$ cat src/cpu_isa_pkg.sv
// ISA word types, opcode and ALU encodings, special registers and instruction field functions
package cpu_isa_pkg;

    typedef logic [31:0] word_t;
    typedef logic [31:0] instr_t;
    typedef logic [4:0]  reg_addr_t;
    typedef logic [4:0]  shamt_t;

    // Opcode in bits 31 to 27
    typedef enum logic [4:0] {
        op_rtype = 5'd0,
        op_j     = 5'd1,
        op_bne   = 5'd2,
        op_jal   = 5'd3,
        op_jr    = 5'd4,
        op_addi  = 5'd5,
        op_blt   = 5'd6,
        op_sw    = 5'd7,
        op_lw    = 5'd8
    } opcode_t;

    // R-type ALU code in bits 6 to 2
    typedef enum logic [4:0] {
        alu_add = 5'd0,
        alu_sub = 5'd1,
        alu_and = 5'd2,
        alu_or  = 5'd3,
        alu_sll = 5'd4,
        alu_sra = 5'd5
    } alu_op_t;

    // Return address register written by jal
    localparam reg_addr_t link_reg = 5'd31;

    // add r0, r0, r0
    localparam instr_t nop_instr = '0;

    function automatic opcode_t get_op(instr_t instr);
        return opcode_t'(instr[31:27]);
    endfunction

    function automatic reg_addr_t get_rd(instr_t instr);
        return instr[26:22];
    endfunction

    function automatic reg_addr_t get_rs(instr_t instr);
        return instr[21:17];
    endfunction

    function automatic reg_addr_t get_rt(instr_t instr);
        return instr[16:12];
    endfunction

    function automatic shamt_t get_shamt(instr_t instr);
        return instr[11:7];
    endfunction

    function automatic alu_op_t get_alu_op(instr_t instr);
        return alu_op_t'(instr[6:2]);
    endfunction

    // 17-bit immediate sign-extended to a word
    function automatic word_t get_imm(instr_t instr);
        return {{15{instr[16]}}, instr[16:0]};
    endfunction

    // 27-bit jump target zero-extended to a word
    function automatic word_t get_target(instr_t instr);
        return {5'b0, instr[26:0]};
    endfunction

    // jal links into r31 and every other writer uses rd
    function automatic reg_addr_t dest_reg(instr_t instr);
        return (get_op(instr) == op_jal) ? link_reg : get_rd(instr);
    endfunction

endpackage

$ cat src/cpu_pipe_pkg.sv
// Writeback source and forwarding select encodings with the operand forwarding functions
package cpu_pipe_pkg;

    import cpu_isa_pkg::*;

    typedef enum logic {
        wb_result = 1'b0,
        wb_load   = 1'b1
    } wb_src_t;

    typedef enum logic [1:0] {
        fwd_reg = 2'd0,
        fwd_mem = 2'd1,
        fwd_wb  = 2'd2
    } fwd_sel_t;

    // The memory-stage result is younger and wins over writeback
    function automatic fwd_sel_t fwd_select(
        reg_addr_t src,
        logic      mem_we,
        reg_addr_t mem_dest,
        logic      wb_we,
        reg_addr_t wb_dest
    );
        if (mem_we && mem_dest == src) begin
            return fwd_mem;
        end
        if (wb_we && wb_dest == src) begin
            return fwd_wb;
        end
        return fwd_reg;
    endfunction

    function automatic word_t fwd_mux(fwd_sel_t sel, word_t reg_val, word_t mem_val,
                                      word_t wb_val);
        case (sel)
            fwd_mem: return mem_val;
            fwd_wb:  return wb_val;
            default: return reg_val;
        endcase
    endfunction

endpackage

$ cat src/decode_stage.sv
// Control decode, hazard stalls, branch and jump resolution and the D/X register
`timescale 1ns/1ps

module decode_stage
    import cpu_isa_pkg::*;
    import cpu_pipe_pkg::*;
(
    input  logic      clock,
    input  logic      reset,
    input  instr_t    fd_instr,
    input  word_t     fd_pc_next,
    output reg_addr_t rd_addr_a,
    output reg_addr_t rd_addr_b,
    input  word_t     rd_data_a,
    input  word_t     rd_data_b,
    input  instr_t    xm_instr,
    input  word_t     xm_result,
    input  logic      xm_reg_we,
    output logic      stall,
    output logic      redirect,
    output word_t     redirect_pc,
    output instr_t    dx_instr,
    output word_t     dx_pc_next,
    output word_t     dx_a,
    output word_t     dx_b,
    output logic      dx_reg_we,
    output logic      dx_mem_we,
    output logic      dx_use_imm,
    output wb_src_t   dx_wb_src
);

    opcode_t   op;
    logic      is_rtype;
    logic      is_lw;
    logic      is_sw;
    logic      is_imm;
    logic      is_branch;
    logic      resolves;
    logic      use_a;
    logic      use_b;
    logic      reg_we;
    reg_addr_t dx_dest;
    reg_addr_t xm_dest;
    logic      dx_is_load;
    logic      xm_is_load;
    logic      hit_dx;
    logic      hit_xm;
    word_t     val_a;
    word_t     val_b;
    logic      taken;

    assign op = get_op(fd_instr);
    assign is_rtype = (op == op_rtype);
    assign is_lw = (op == op_lw);
    assign is_sw = (op == op_sw);
    assign is_imm = (op == op_addi) || is_lw || is_sw;
    assign is_branch = (op == op_bne) || (op == op_blt);
    assign resolves = is_branch || (op == op_jr);

    // Port A carries rd for compares and jr, port B carries the store data for sw
    assign rd_addr_a = resolves ? get_rd(fd_instr) : get_rs(fd_instr);
    assign rd_addr_b = is_sw ? get_rd(fd_instr)
                     : (is_branch ? get_rs(fd_instr) : get_rt(fd_instr));

    assign use_a = is_rtype || is_imm || resolves;
    assign use_b = is_rtype || is_sw || is_branch;

    // Writes to r0 are dropped here
    assign reg_we = (is_rtype || (op == op_addi) || is_lw || (op == op_jal))
                    && (dest_reg(fd_instr) != '0);

    assign dx_dest = dest_reg(dx_instr);
    assign xm_dest = dest_reg(xm_instr);
    assign dx_is_load = (dx_wb_src == wb_load);
    assign xm_is_load = (get_op(xm_instr) == op_lw);

    assign hit_dx = dx_reg_we
                    && ((use_a && rd_addr_a == dx_dest) || (use_b && rd_addr_b == dx_dest));
    assign hit_xm = xm_reg_we
                    && ((use_a && rd_addr_a == xm_dest) || (use_b && rd_addr_b == xm_dest));

    // Load-use waits one cycle, compares wait until the writer leaves execute
    // and a load writer also leaves memory
    assign stall = (hit_dx && (dx_is_load || resolves)) || (hit_xm && xm_is_load && resolves);

    assign val_a = (xm_reg_we && !xm_is_load && xm_dest == rd_addr_a) ? xm_result : rd_data_a;
    assign val_b = (xm_reg_we && !xm_is_load && xm_dest == rd_addr_b) ? xm_result : rd_data_b;

    always_comb begin
        taken = 1'b0;
        redirect_pc = get_target(fd_instr);
        case (op)
            op_bne: begin
                taken = (val_a != val_b);
                redirect_pc = fd_pc_next + get_imm(fd_instr);
            end
            op_blt: begin
                // Signed rd < rs
                taken = ($signed(val_a) < $signed(val_b));
                redirect_pc = fd_pc_next + get_imm(fd_instr);
            end
            op_j, op_jal: taken = 1'b1;
            op_jr: begin
                taken = 1'b1;
                redirect_pc = val_a;
            end
            default: taken = 1'b0;
        endcase
    end

    assign redirect = taken && !stall;

    // A stall sends a bubble into execute
    always_ff @(posedge clock) begin
        if (reset || stall) begin
            dx_instr <= nop_instr;
            dx_reg_we <= 1'b0;
            dx_mem_we <= 1'b0;
            dx_use_imm <= 1'b0;
            dx_wb_src <= wb_result;
        end else begin
            dx_instr <= fd_instr;
            dx_reg_we <= reg_we;
            dx_mem_we <= is_sw;
            dx_use_imm <= is_imm;
            dx_wb_src <= is_lw ? wb_load : wb_result;
        end
    end

    always_ff @(posedge clock) begin
        dx_pc_next <= fd_pc_next;
        dx_a <= rd_data_a;
        dx_b <= rd_data_b;
    end

endmodule

$ cat src/execute_stage.sv
// Operand forwarding, ALU and the X/M register
`timescale 1ns/1ps

module execute_stage
    import cpu_isa_pkg::*;
    import cpu_pipe_pkg::*;
(
    input  logic      clock,
    input  logic      reset,
    input  instr_t    dx_instr,
    input  word_t     dx_pc_next,
    input  word_t     dx_a,
    input  word_t     dx_b,
    input  logic      dx_reg_we,
    input  logic      dx_mem_we,
    input  logic      dx_use_imm,
    input  wb_src_t   dx_wb_src,
    input  logic      wb_en,
    input  reg_addr_t wb_reg,
    input  word_t     wb_data,
    output instr_t    xm_instr,
    output word_t     xm_result,
    output word_t     xm_store_data,
    output logic      xm_reg_we,
    output logic      xm_mem_we,
    output wb_src_t   xm_wb_src
);

    opcode_t   op;
    reg_addr_t src_b;
    reg_addr_t xm_dest;
    fwd_sel_t  sel_a;
    fwd_sel_t  sel_b;
    word_t     opnd_a;
    word_t     reg_b;
    word_t     opnd_b;
    alu_op_t   alu_op;
    shamt_t    shamt;
    word_t     alu_out;
    logic      reads_a;
    logic      reads_b;

    assign op = get_op(dx_instr);
    // sw keeps its store data register in rd
    assign src_b = dx_mem_we ? get_rd(dx_instr) : get_rt(dx_instr);
    assign xm_dest = dest_reg(xm_instr);

    assign sel_a = fwd_select(get_rs(dx_instr), xm_reg_we, xm_dest, wb_en, wb_reg);
    assign sel_b = fwd_select(src_b, xm_reg_we, xm_dest, wb_en, wb_reg);
    assign opnd_a = fwd_mux(sel_a, dx_a, xm_result, wb_data);
    assign reg_b = fwd_mux(sel_b, dx_b, xm_result, wb_data);
    assign opnd_b = dx_use_imm ? get_imm(dx_instr) : reg_b;

    // addi, lw and sw all add
    assign alu_op = (op == op_rtype) ? get_alu_op(dx_instr) : alu_add;
    assign shamt = get_shamt(dx_instr);

    always_comb begin
        case (alu_op)
            alu_sub: alu_out = opnd_a - opnd_b;
            alu_and: alu_out = opnd_a & opnd_b;
            alu_or:  alu_out = opnd_a | opnd_b;
            alu_sll: alu_out = opnd_a << shamt;
            alu_sra: alu_out = word_t'($signed(opnd_a) >>> shamt);
            default: alu_out = opnd_a + opnd_b;
        endcase
    end

    always_ff @(posedge clock) begin
        if (reset) begin
            xm_instr <= nop_instr;
            xm_reg_we <= 1'b0;
            xm_mem_we <= 1'b0;
            xm_wb_src <= wb_result;
        end else begin
            xm_instr <= dx_instr;
            xm_reg_we <= dx_reg_we;
            xm_mem_we <= dx_mem_we;
            xm_wb_src <= dx_wb_src;
        end
    end

    // jal links the address after itself
    always_ff @(posedge clock) begin
        xm_result <= (op == op_jal) ? dx_pc_next : alu_out;
        xm_store_data <= reg_b;
    end

    assign reads_a = (op == op_rtype) || dx_use_imm;
    assign reads_b = (op == op_rtype) || dx_mem_we;

    // The load-use stall in decode keeps load addresses off the X/M forward path
    assert property (@(posedge clock) disable iff (reset)
        !(xm_wb_src == wb_load
          && ((reads_a && sel_a == fwd_mem) || (reads_b && sel_b == fwd_mem))));

endmodule

$ cat src/fetch_stage.sv
// Program counter, post-reset fetch hold, next-PC selection and the F/D register
`timescale 1ns/1ps

module fetch_stage
    import cpu_isa_pkg::*;
#(
    parameter word_t reset_pc = '0
) (
    input  logic   clock,
    input  logic   reset,
    input  logic   stall,
    input  logic   redirect,
    input  word_t  redirect_pc,
    output word_t  imem_addr,
    input  instr_t imem_data,
    output instr_t fd_instr,
    output word_t  fd_pc_next
);

    // Cycles after reset before the first fetch leaves reset_pc
    localparam int hold_cycles = 4;

    word_t      pc;
    word_t      pc_plus_1;
    logic [2:0] hold_count;
    logic       holding;

    assign pc_plus_1 = pc + 32'd1;
    assign holding = (hold_count != 3'd0);
    assign imem_addr = pc;

    always_ff @(posedge clock) begin
        if (reset) begin
            pc <= reset_pc;
            hold_count <= 3'(hold_cycles);
            fd_instr <= nop_instr;
        end else if (holding) begin
            // Memories are not yet driven, so only bubbles enter decode
            hold_count <= hold_count - 3'd1;
            fd_instr <= nop_instr;
        end else if (redirect) begin
            // The word fetched next to a taken redirect is squashed
            pc <= redirect_pc;
            fd_instr <= nop_instr;
        end else if (!stall) begin
            pc <= pc_plus_1;
            fd_instr <= imem_data;
        end
    end

    always_ff @(posedge clock) begin
        if (!stall) begin
            fd_pc_next <= pc_plus_1;
        end
    end

    // Decode only redirects once its operands are ready
    assert property (@(posedge clock) disable iff (reset) !(stall && redirect));

endmodule

$ cat src/memory_writeback.sv
// Data memory drive, the M/W register and writeback value selection
`timescale 1ns/1ps

module memory_writeback
    import cpu_isa_pkg::*;
    import cpu_pipe_pkg::*;
(
    input  logic      clock,
    input  logic      reset,
    input  instr_t    xm_instr,
    input  word_t     xm_result,
    input  word_t     xm_store_data,
    input  logic      xm_reg_we,
    input  logic      xm_mem_we,
    input  wb_src_t   xm_wb_src,
    output word_t     dmem_addr,
    output word_t     dmem_wdata,
    output logic      dmem_wen,
    input  word_t     dmem_rdata,
    output logic      wb_en,
    output reg_addr_t wb_reg,
    output word_t     wb_data
);

    wb_src_t mw_wb_src;
    word_t   mw_result;
    word_t   mw_load_data;

    // Address comes from the ALU sum of base and offset
    assign dmem_addr = xm_result;
    assign dmem_wdata = xm_store_data;
    assign dmem_wen = xm_mem_we;

    always_ff @(posedge clock) begin
        if (reset) begin
            wb_en <= 1'b0;
            mw_wb_src <= wb_result;
        end else begin
            wb_en <= xm_reg_we;
            mw_wb_src <= xm_wb_src;
        end
    end

    always_ff @(posedge clock) begin
        wb_reg <= dest_reg(xm_instr);
        mw_result <= xm_result;
        mw_load_data <= dmem_rdata;
    end

    assign wb_data = (mw_wb_src == wb_load) ? mw_load_data : mw_result;

    // Decode marks a word as either a store or a load, never both
    assert property (@(posedge clock) disable iff (reset) !(dmem_wen && xm_wb_src == wb_load));

endmodule

$ cat src/processor.sv
// Processor top level connecting the five pipeline stages and the register file
`timescale 1ns/1ps

module processor
    import cpu_isa_pkg::*;
    import cpu_pipe_pkg::*;
#(
    parameter word_t reset_pc = '0
) (
    input  logic      clock,
    input  logic      reset,
    output word_t     imem_addr,
    input  instr_t    imem_data,
    output word_t     dmem_addr,
    output word_t     dmem_wdata,
    output logic      dmem_wen,
    input  word_t     dmem_rdata,
    output logic      wb_en,
    output reg_addr_t wb_reg,
    output word_t     wb_data
);

    // Fetch to decode
    instr_t    fd_instr;
    word_t     fd_pc_next;
    logic      stall;
    logic      redirect;
    word_t     redirect_pc;

    // Register file read ports
    reg_addr_t rd_addr_a;
    reg_addr_t rd_addr_b;
    word_t     rd_data_a;
    word_t     rd_data_b;

    // Decode/execute register
    instr_t    dx_instr;
    word_t     dx_pc_next;
    word_t     dx_a;
    word_t     dx_b;
    logic      dx_reg_we;
    logic      dx_mem_we;
    logic      dx_use_imm;
    wb_src_t   dx_wb_src;

    // Execute/memory register
    instr_t    xm_instr;
    word_t     xm_result;
    word_t     xm_store_data;
    logic      xm_reg_we;
    logic      xm_mem_we;
    wb_src_t   xm_wb_src;

    fetch_stage #(
        .reset_pc(reset_pc)
    ) fetch_stage_inst (
        .clock, .reset, .stall, .redirect, .redirect_pc,
        .imem_addr, .imem_data, .fd_instr, .fd_pc_next
    );

    decode_stage decode_stage_inst (
        .clock, .reset, .fd_instr, .fd_pc_next,
        .rd_addr_a, .rd_addr_b, .rd_data_a, .rd_data_b,
        .xm_instr, .xm_result, .xm_reg_we,
        .stall, .redirect, .redirect_pc,
        .dx_instr, .dx_pc_next, .dx_a, .dx_b,
        .dx_reg_we, .dx_mem_we, .dx_use_imm, .dx_wb_src
    );

    register_file register_file_inst (
        .clock, .reset,
        .rd_addr_a, .rd_addr_b, .rd_data_a, .rd_data_b,
        .wr_en(wb_en), .wr_addr(wb_reg), .wr_data(wb_data)
    );

    execute_stage execute_stage_inst (
        .clock, .reset,
        .dx_instr, .dx_pc_next, .dx_a, .dx_b,
        .dx_reg_we, .dx_mem_we, .dx_use_imm, .dx_wb_src,
        .wb_en, .wb_reg, .wb_data,
        .xm_instr, .xm_result, .xm_store_data, .xm_reg_we, .xm_mem_we, .xm_wb_src
    );

    memory_writeback memory_writeback_inst (
        .clock, .reset,
        .xm_instr, .xm_result, .xm_store_data, .xm_reg_we, .xm_mem_we, .xm_wb_src,
        .dmem_addr, .dmem_wdata, .dmem_wen, .dmem_rdata,
        .wb_en, .wb_reg, .wb_data
    );

endmodule

$ cat src/register_file.sv
// Register file with 32 words, two write-through read ports and one write port
`timescale 1ns/1ps

module register_file
    import cpu_isa_pkg::*;
(
    input  logic      clock,
    input  logic      reset,
    input  reg_addr_t rd_addr_a,
    input  reg_addr_t rd_addr_b,
    output word_t     rd_data_a,
    output word_t     rd_data_b,
    input  logic      wr_en,
    input  reg_addr_t wr_addr,
    input  word_t     wr_data
);

    word_t regs [32];

    function automatic word_t read_port(reg_addr_t addr);
        // r0 is hardwired to zero
        if (addr == '0) begin
            return '0;
        end
        // Writeback in the same cycle is seen by decode
        if (wr_en && wr_addr == addr) begin
            return wr_data;
        end
        return regs[addr];
    endfunction

    always_comb begin
        rd_data_a = read_port(rd_addr_a);
        rd_data_b = read_port(rd_addr_b);
    end

    always_ff @(posedge clock) begin
        if (reset) begin
            regs <= '{default: '0};
        end else if (wr_en) begin
            regs[wr_addr] <= wr_data;
        end
    end

endmodule

$ cat config.mk
export PLATFORM = sky130hd
export DESIGN_NAME = processor
export DESIGN_NICKNAME = d
export VERILOG_FILES = /design/src/cpu_isa_pkg.sv /design/src/cpu_pipe_pkg.sv /design/src/decode_stage.sv /design/src/execute_stage.sv /design/src/fetch_stage.sv /design/src/memory_writeback.sv /design/src/processor.sv /design/src/register_file.sv
export SDC_FILE = /design/constraint.sdc
export NUM_CORES = 2
export LEC_CHECK = 0
export BUFFER_PORTS_ARGS = -buffer_cell sky130_fd_sc_hd__buf_2
export CAP_MARGIN = 25
export CORE_UTILIZATION = 30
export DETAILED_ROUTE_END_ITERATION = 12
export REMOVE_ABC_BUFFERS = 1
export SETUP_SLACK_MARGIN = 0.3
export SYNTH_ARGS = -nofsm -noshare
export SYNTH_HDL_FRONTEND = slang
export SYNTH_SLANG_ARGS = --single-unit
export TNS_END_PERCENT = 100
$ cat constraint.sdc
create_clock -name clock -period 6.2 [get_ports clock]
set_clock_uncertainty 0.2 [all_clocks]
set_input_delay 1.24 -clock clock [delete_from_list [all_inputs] [get_ports clock]]
set_output_delay 1.24 -clock clock [all_outputs]
set_load 0.01 [all_outputs]
==> impl_metrics.yaml <==
yosys:
  yosysWarnings: 0
  syn_avg_cell_area_um2: 7.74
  muxShareOfSynthArea: 0.0656
  ys_seq_area_frac: 0.367
  ys_async_sr_fraction: 0
  ys_ff_latch: 1403
  yosys.area_share.simple: 0.232
  synthAdderAreaFrac: 0.0199
  synth_cell_types: 92
  synth-xor-area-share: 0.0171
  synth_top_family_by_area: "compound AO/OA/AOI/OAI gates"
  syn-cell-area_mm2: 0.0774
  synth_edf_count: 32
  synth_area_leaders: "dfxtp_1 (35%), a211oi_1 (12%), nand2_1 (8.7%)"
  synth_flop_cell: "dfxtp_1"
  synth-compound-area-share: 0.243
  synthCells: 9993
  synth_top_cell_area_share: 0.355
  yosysTopAreaCell: "dfxtp_1"
timing:
  max_freq_mhz: 153
  slew_headroom: 0.121
  worstMarginPinSlew_ps: 1310
  slew_violations: 0
  setup_ws_ps: -354
  hold_viol_final: 0
  rsz0062_at_grt: "yes"
  period_minus_slack_ps: 6550
  min_period_over_period: 1.06
  setup_viol: 64
global_routing:
  grt_usage: 0.305
  overflow: 0
  antenna_found_initial: 28
  grt_max_degree: 186
  grt_pass1_vias: 80013
  grt_pass1_wl_um: 583000
critical_path:
  r2r_end: "fetch_stage_inst.fd_instr[6]"
  startpoint_type: "register"
  critical-path-top-delay-family: "simple AND/OR/NAND/NOR gates"
  endpoint_kind: "register"
  r2r_start: "fetch_stage_inst.fd_instr[27]"
  r2r_slack_ps: -350
  arrival_ps: 7170
  crit_type: "reg -> reg"
  max_stage_delay_ps: 620
  crit_path_top_delay_cell: "nor4_4"
  cp_num_buf_inv: 10
  required_ps: 6810
  cp_common_cell: "buf_6"
  crit_fanout: 7
  reg2reg_depth: 33
floorplan:
  initial_utilization: 0.301
  core_area_mm2: 0.257
  die_h_um: 510
  num_io_pins: 201
  rows: 186
  die_w_um: 510
  dieArea_mm2: 0.260
clocking:
  cts_buffer_depth: 3
  clock-sinks: 1403
  insertion_delay_ps: 870
  cts_tree: "yes"
  clk_pin_slew_ps: 60
  htree_levels: 4
  root_buffer: "clkbuf_16"
  cts_hold_buf: 0
  cts-buffers-inserted: 166
power:
  p_clk_frac: 0.249
  power.density_mw_per_mm2: 418
  p_int_mw: 24.3
  leakage_nw: 36.2
  swShare: 0.424
  ir_drop_mv: 0.612
  netSwitchingPower_mw: 17.9
  seq_power_share: 0.243
  share_comb_of_total_power: 0.508
detailed_routing:
  drc: 0
  ant_nets: 0
  vias: 86520
  wl_um: 415000
  drtIter0Drc: 12756
  wl_per_cell_um: 29.2
  first_pass_iters: 7
  viasPerCell: 6.08
placed_design:
  hpwl_um: 281000
  place_area_mm2: 0.0902
  place.gp.congestion: 1.03
  post-place-ws_ps: -1280
  portBuffers: 200
final_layout:
  layout_commonest_cell: "nand2_1"
  n_fill_cell: 25745
  mostFrequentLayoutCells: "nand2_1 (1765), dfxtp_1 (1363), nor2_1 (1281)"
  multi_input_area_mm2: 0.0481
  area_delta_synth_final_pct: 30.5
  drive_above_1_share: 0.225
  final_net_count: 10833
  register_area_mm2: 0.0284
  largest_register: "register_file_inst.regs"
  design_area_mm2: 0.101
  largest_register_ffs: 1024
hold_path:
  holdPathStages: 0
  hold_start: "fetch_stage_inst.fd_pc_next[14]"
  hold_class: "reg -> reg"
  min_to: "decode_stage_inst.dx_pc_next[14]"
status:
  status: "finished, violations left"
  violations: "negative setup slack"
flow_run:
  cap_viol_max_count: 0
[metrics by stage]
stage / util / hold slack (ps) / std cells / TNS, ps / power (mW)
after floorplan: - / 155 / 8972 / -3346500 / 18.3
after global placement: 0.351 / 172 / 13708 / -114990 / 28.1
after detailed placement: 0.351 / 171 / 13715 / -78910 / 28.2
after CTS: 0.385 / 185 / 14117 / -11590 / 39.9
after global routing: 0.393 / 193 / 14215 / -26230 / 43.2
final: 0.393 / 190 / 14223 / -18560 / 42.2
[metal layers]
metal,wire (µm),vias up,track usage,part of all wire
met4,33200,16,0.212,0.080
met1,164000,41795,0.401,0.40
li1,-,37612,-,-
met2,172000,5809,0.444,0.42
met5,110,-,0,0.00027
met3,45300,1288,0.0663,0.11
[power groups by stage]
stage	registers [mW]	logic [mW]	clock network, mW
floorplan	10.2	8.08	0
global placement	10.4	17.7	0
detailed placement	10.4	17.8	0
CTS	10.2	19.1	10.6
global route	10.3	22.0	10.9
finish	10.3	21.5	10.5
[synthesized netlist by cell type (100+ instances only)]
master    number
nand2_1     1787
dfxtp_1     1371
nor2_1      1338
a211oi_1    1271
clkbuf_1     872
nand3_1      409
and3_1       330
a21oi_1      246
mux2i_1      233
a31oi_1      211
a311oi_1     206
o21ai_0      164
inv_1        109
buf_1        106
xnor2_1      102
ha_1         100
[logic make-up (layout without fill, tap and decap cells)]
| family | Yosys count | count (layout) |
|---|---|---|
| mux | 391 | 392 |
| fa+ha+maj | 127 | 127 |
| xor+xnor | 151 | 151 |
| buf+inv | 1135 | 1945 |
| simple gates | 4193 | 4193 |
| other cells | 0 | 35 |
| compound gates | 2593 | 2593 |
| flops | 1403 | 1403 |
[cell type report]
class                   count  share of cell area
clock inverters            71             0.00986
inverters                 114             0.00426
clock buffers             236              0.0473
well taps                3384              0.0419
flip-flops and latches   1403               0.282
diodes                     35            0.000867
repair buffers           1524               0.138
multi-input cells        7456               0.476
[worst register-to-register path: cells and delay by family, from the launching register on]
family	cells	cell delay, ps
AOI/OAI and AO/OA	6	950
adders and majority gates	1	260
buffers and inverters	10	1610
DFF	1	360
muxes	3	570
and+or+nand+nor	13	2550
[how the worst max path moves through the flow]
stage | startpoint | endpoint | slack (ps) | depth (start not counted)
finish | fetch_stage_inst.fd_instr[27] | fetch_stage_inst.fd_instr[6] | -350 | 33
global route | fetch_stage_inst.fd_instr[31] | fetch_stage_inst.imem_addr[17] | -490 | 32
CTS | fetch_stage_inst.fd_instr[31] | fetch_stage_inst.fd_instr[9] | -270 | 31
detailed placement | fetch_stage_inst.fd_instr[27] | fetch_stage_inst.fd_instr[3] | -1280 | 32
global placement | fetch_stage_inst.fd_instr[27] | fetch_stage_inst.fd_instr[3] | -1840 | 32
floorplan | fetch_stage_inst.fd_instr[27] | fetch_stage_inst.imem_addr[0] | -21330 | 23
[what timing repair did]
item | in CTS | in global routing
pin swaps | 147 | 170
setup endpoints to repair | 86 | 85
cloned | 19 | 5
gates resized for setup | 369 | 270
buffers inserted | 76 | 63
No activity file was read; power rests on OpenSTA's default activity.
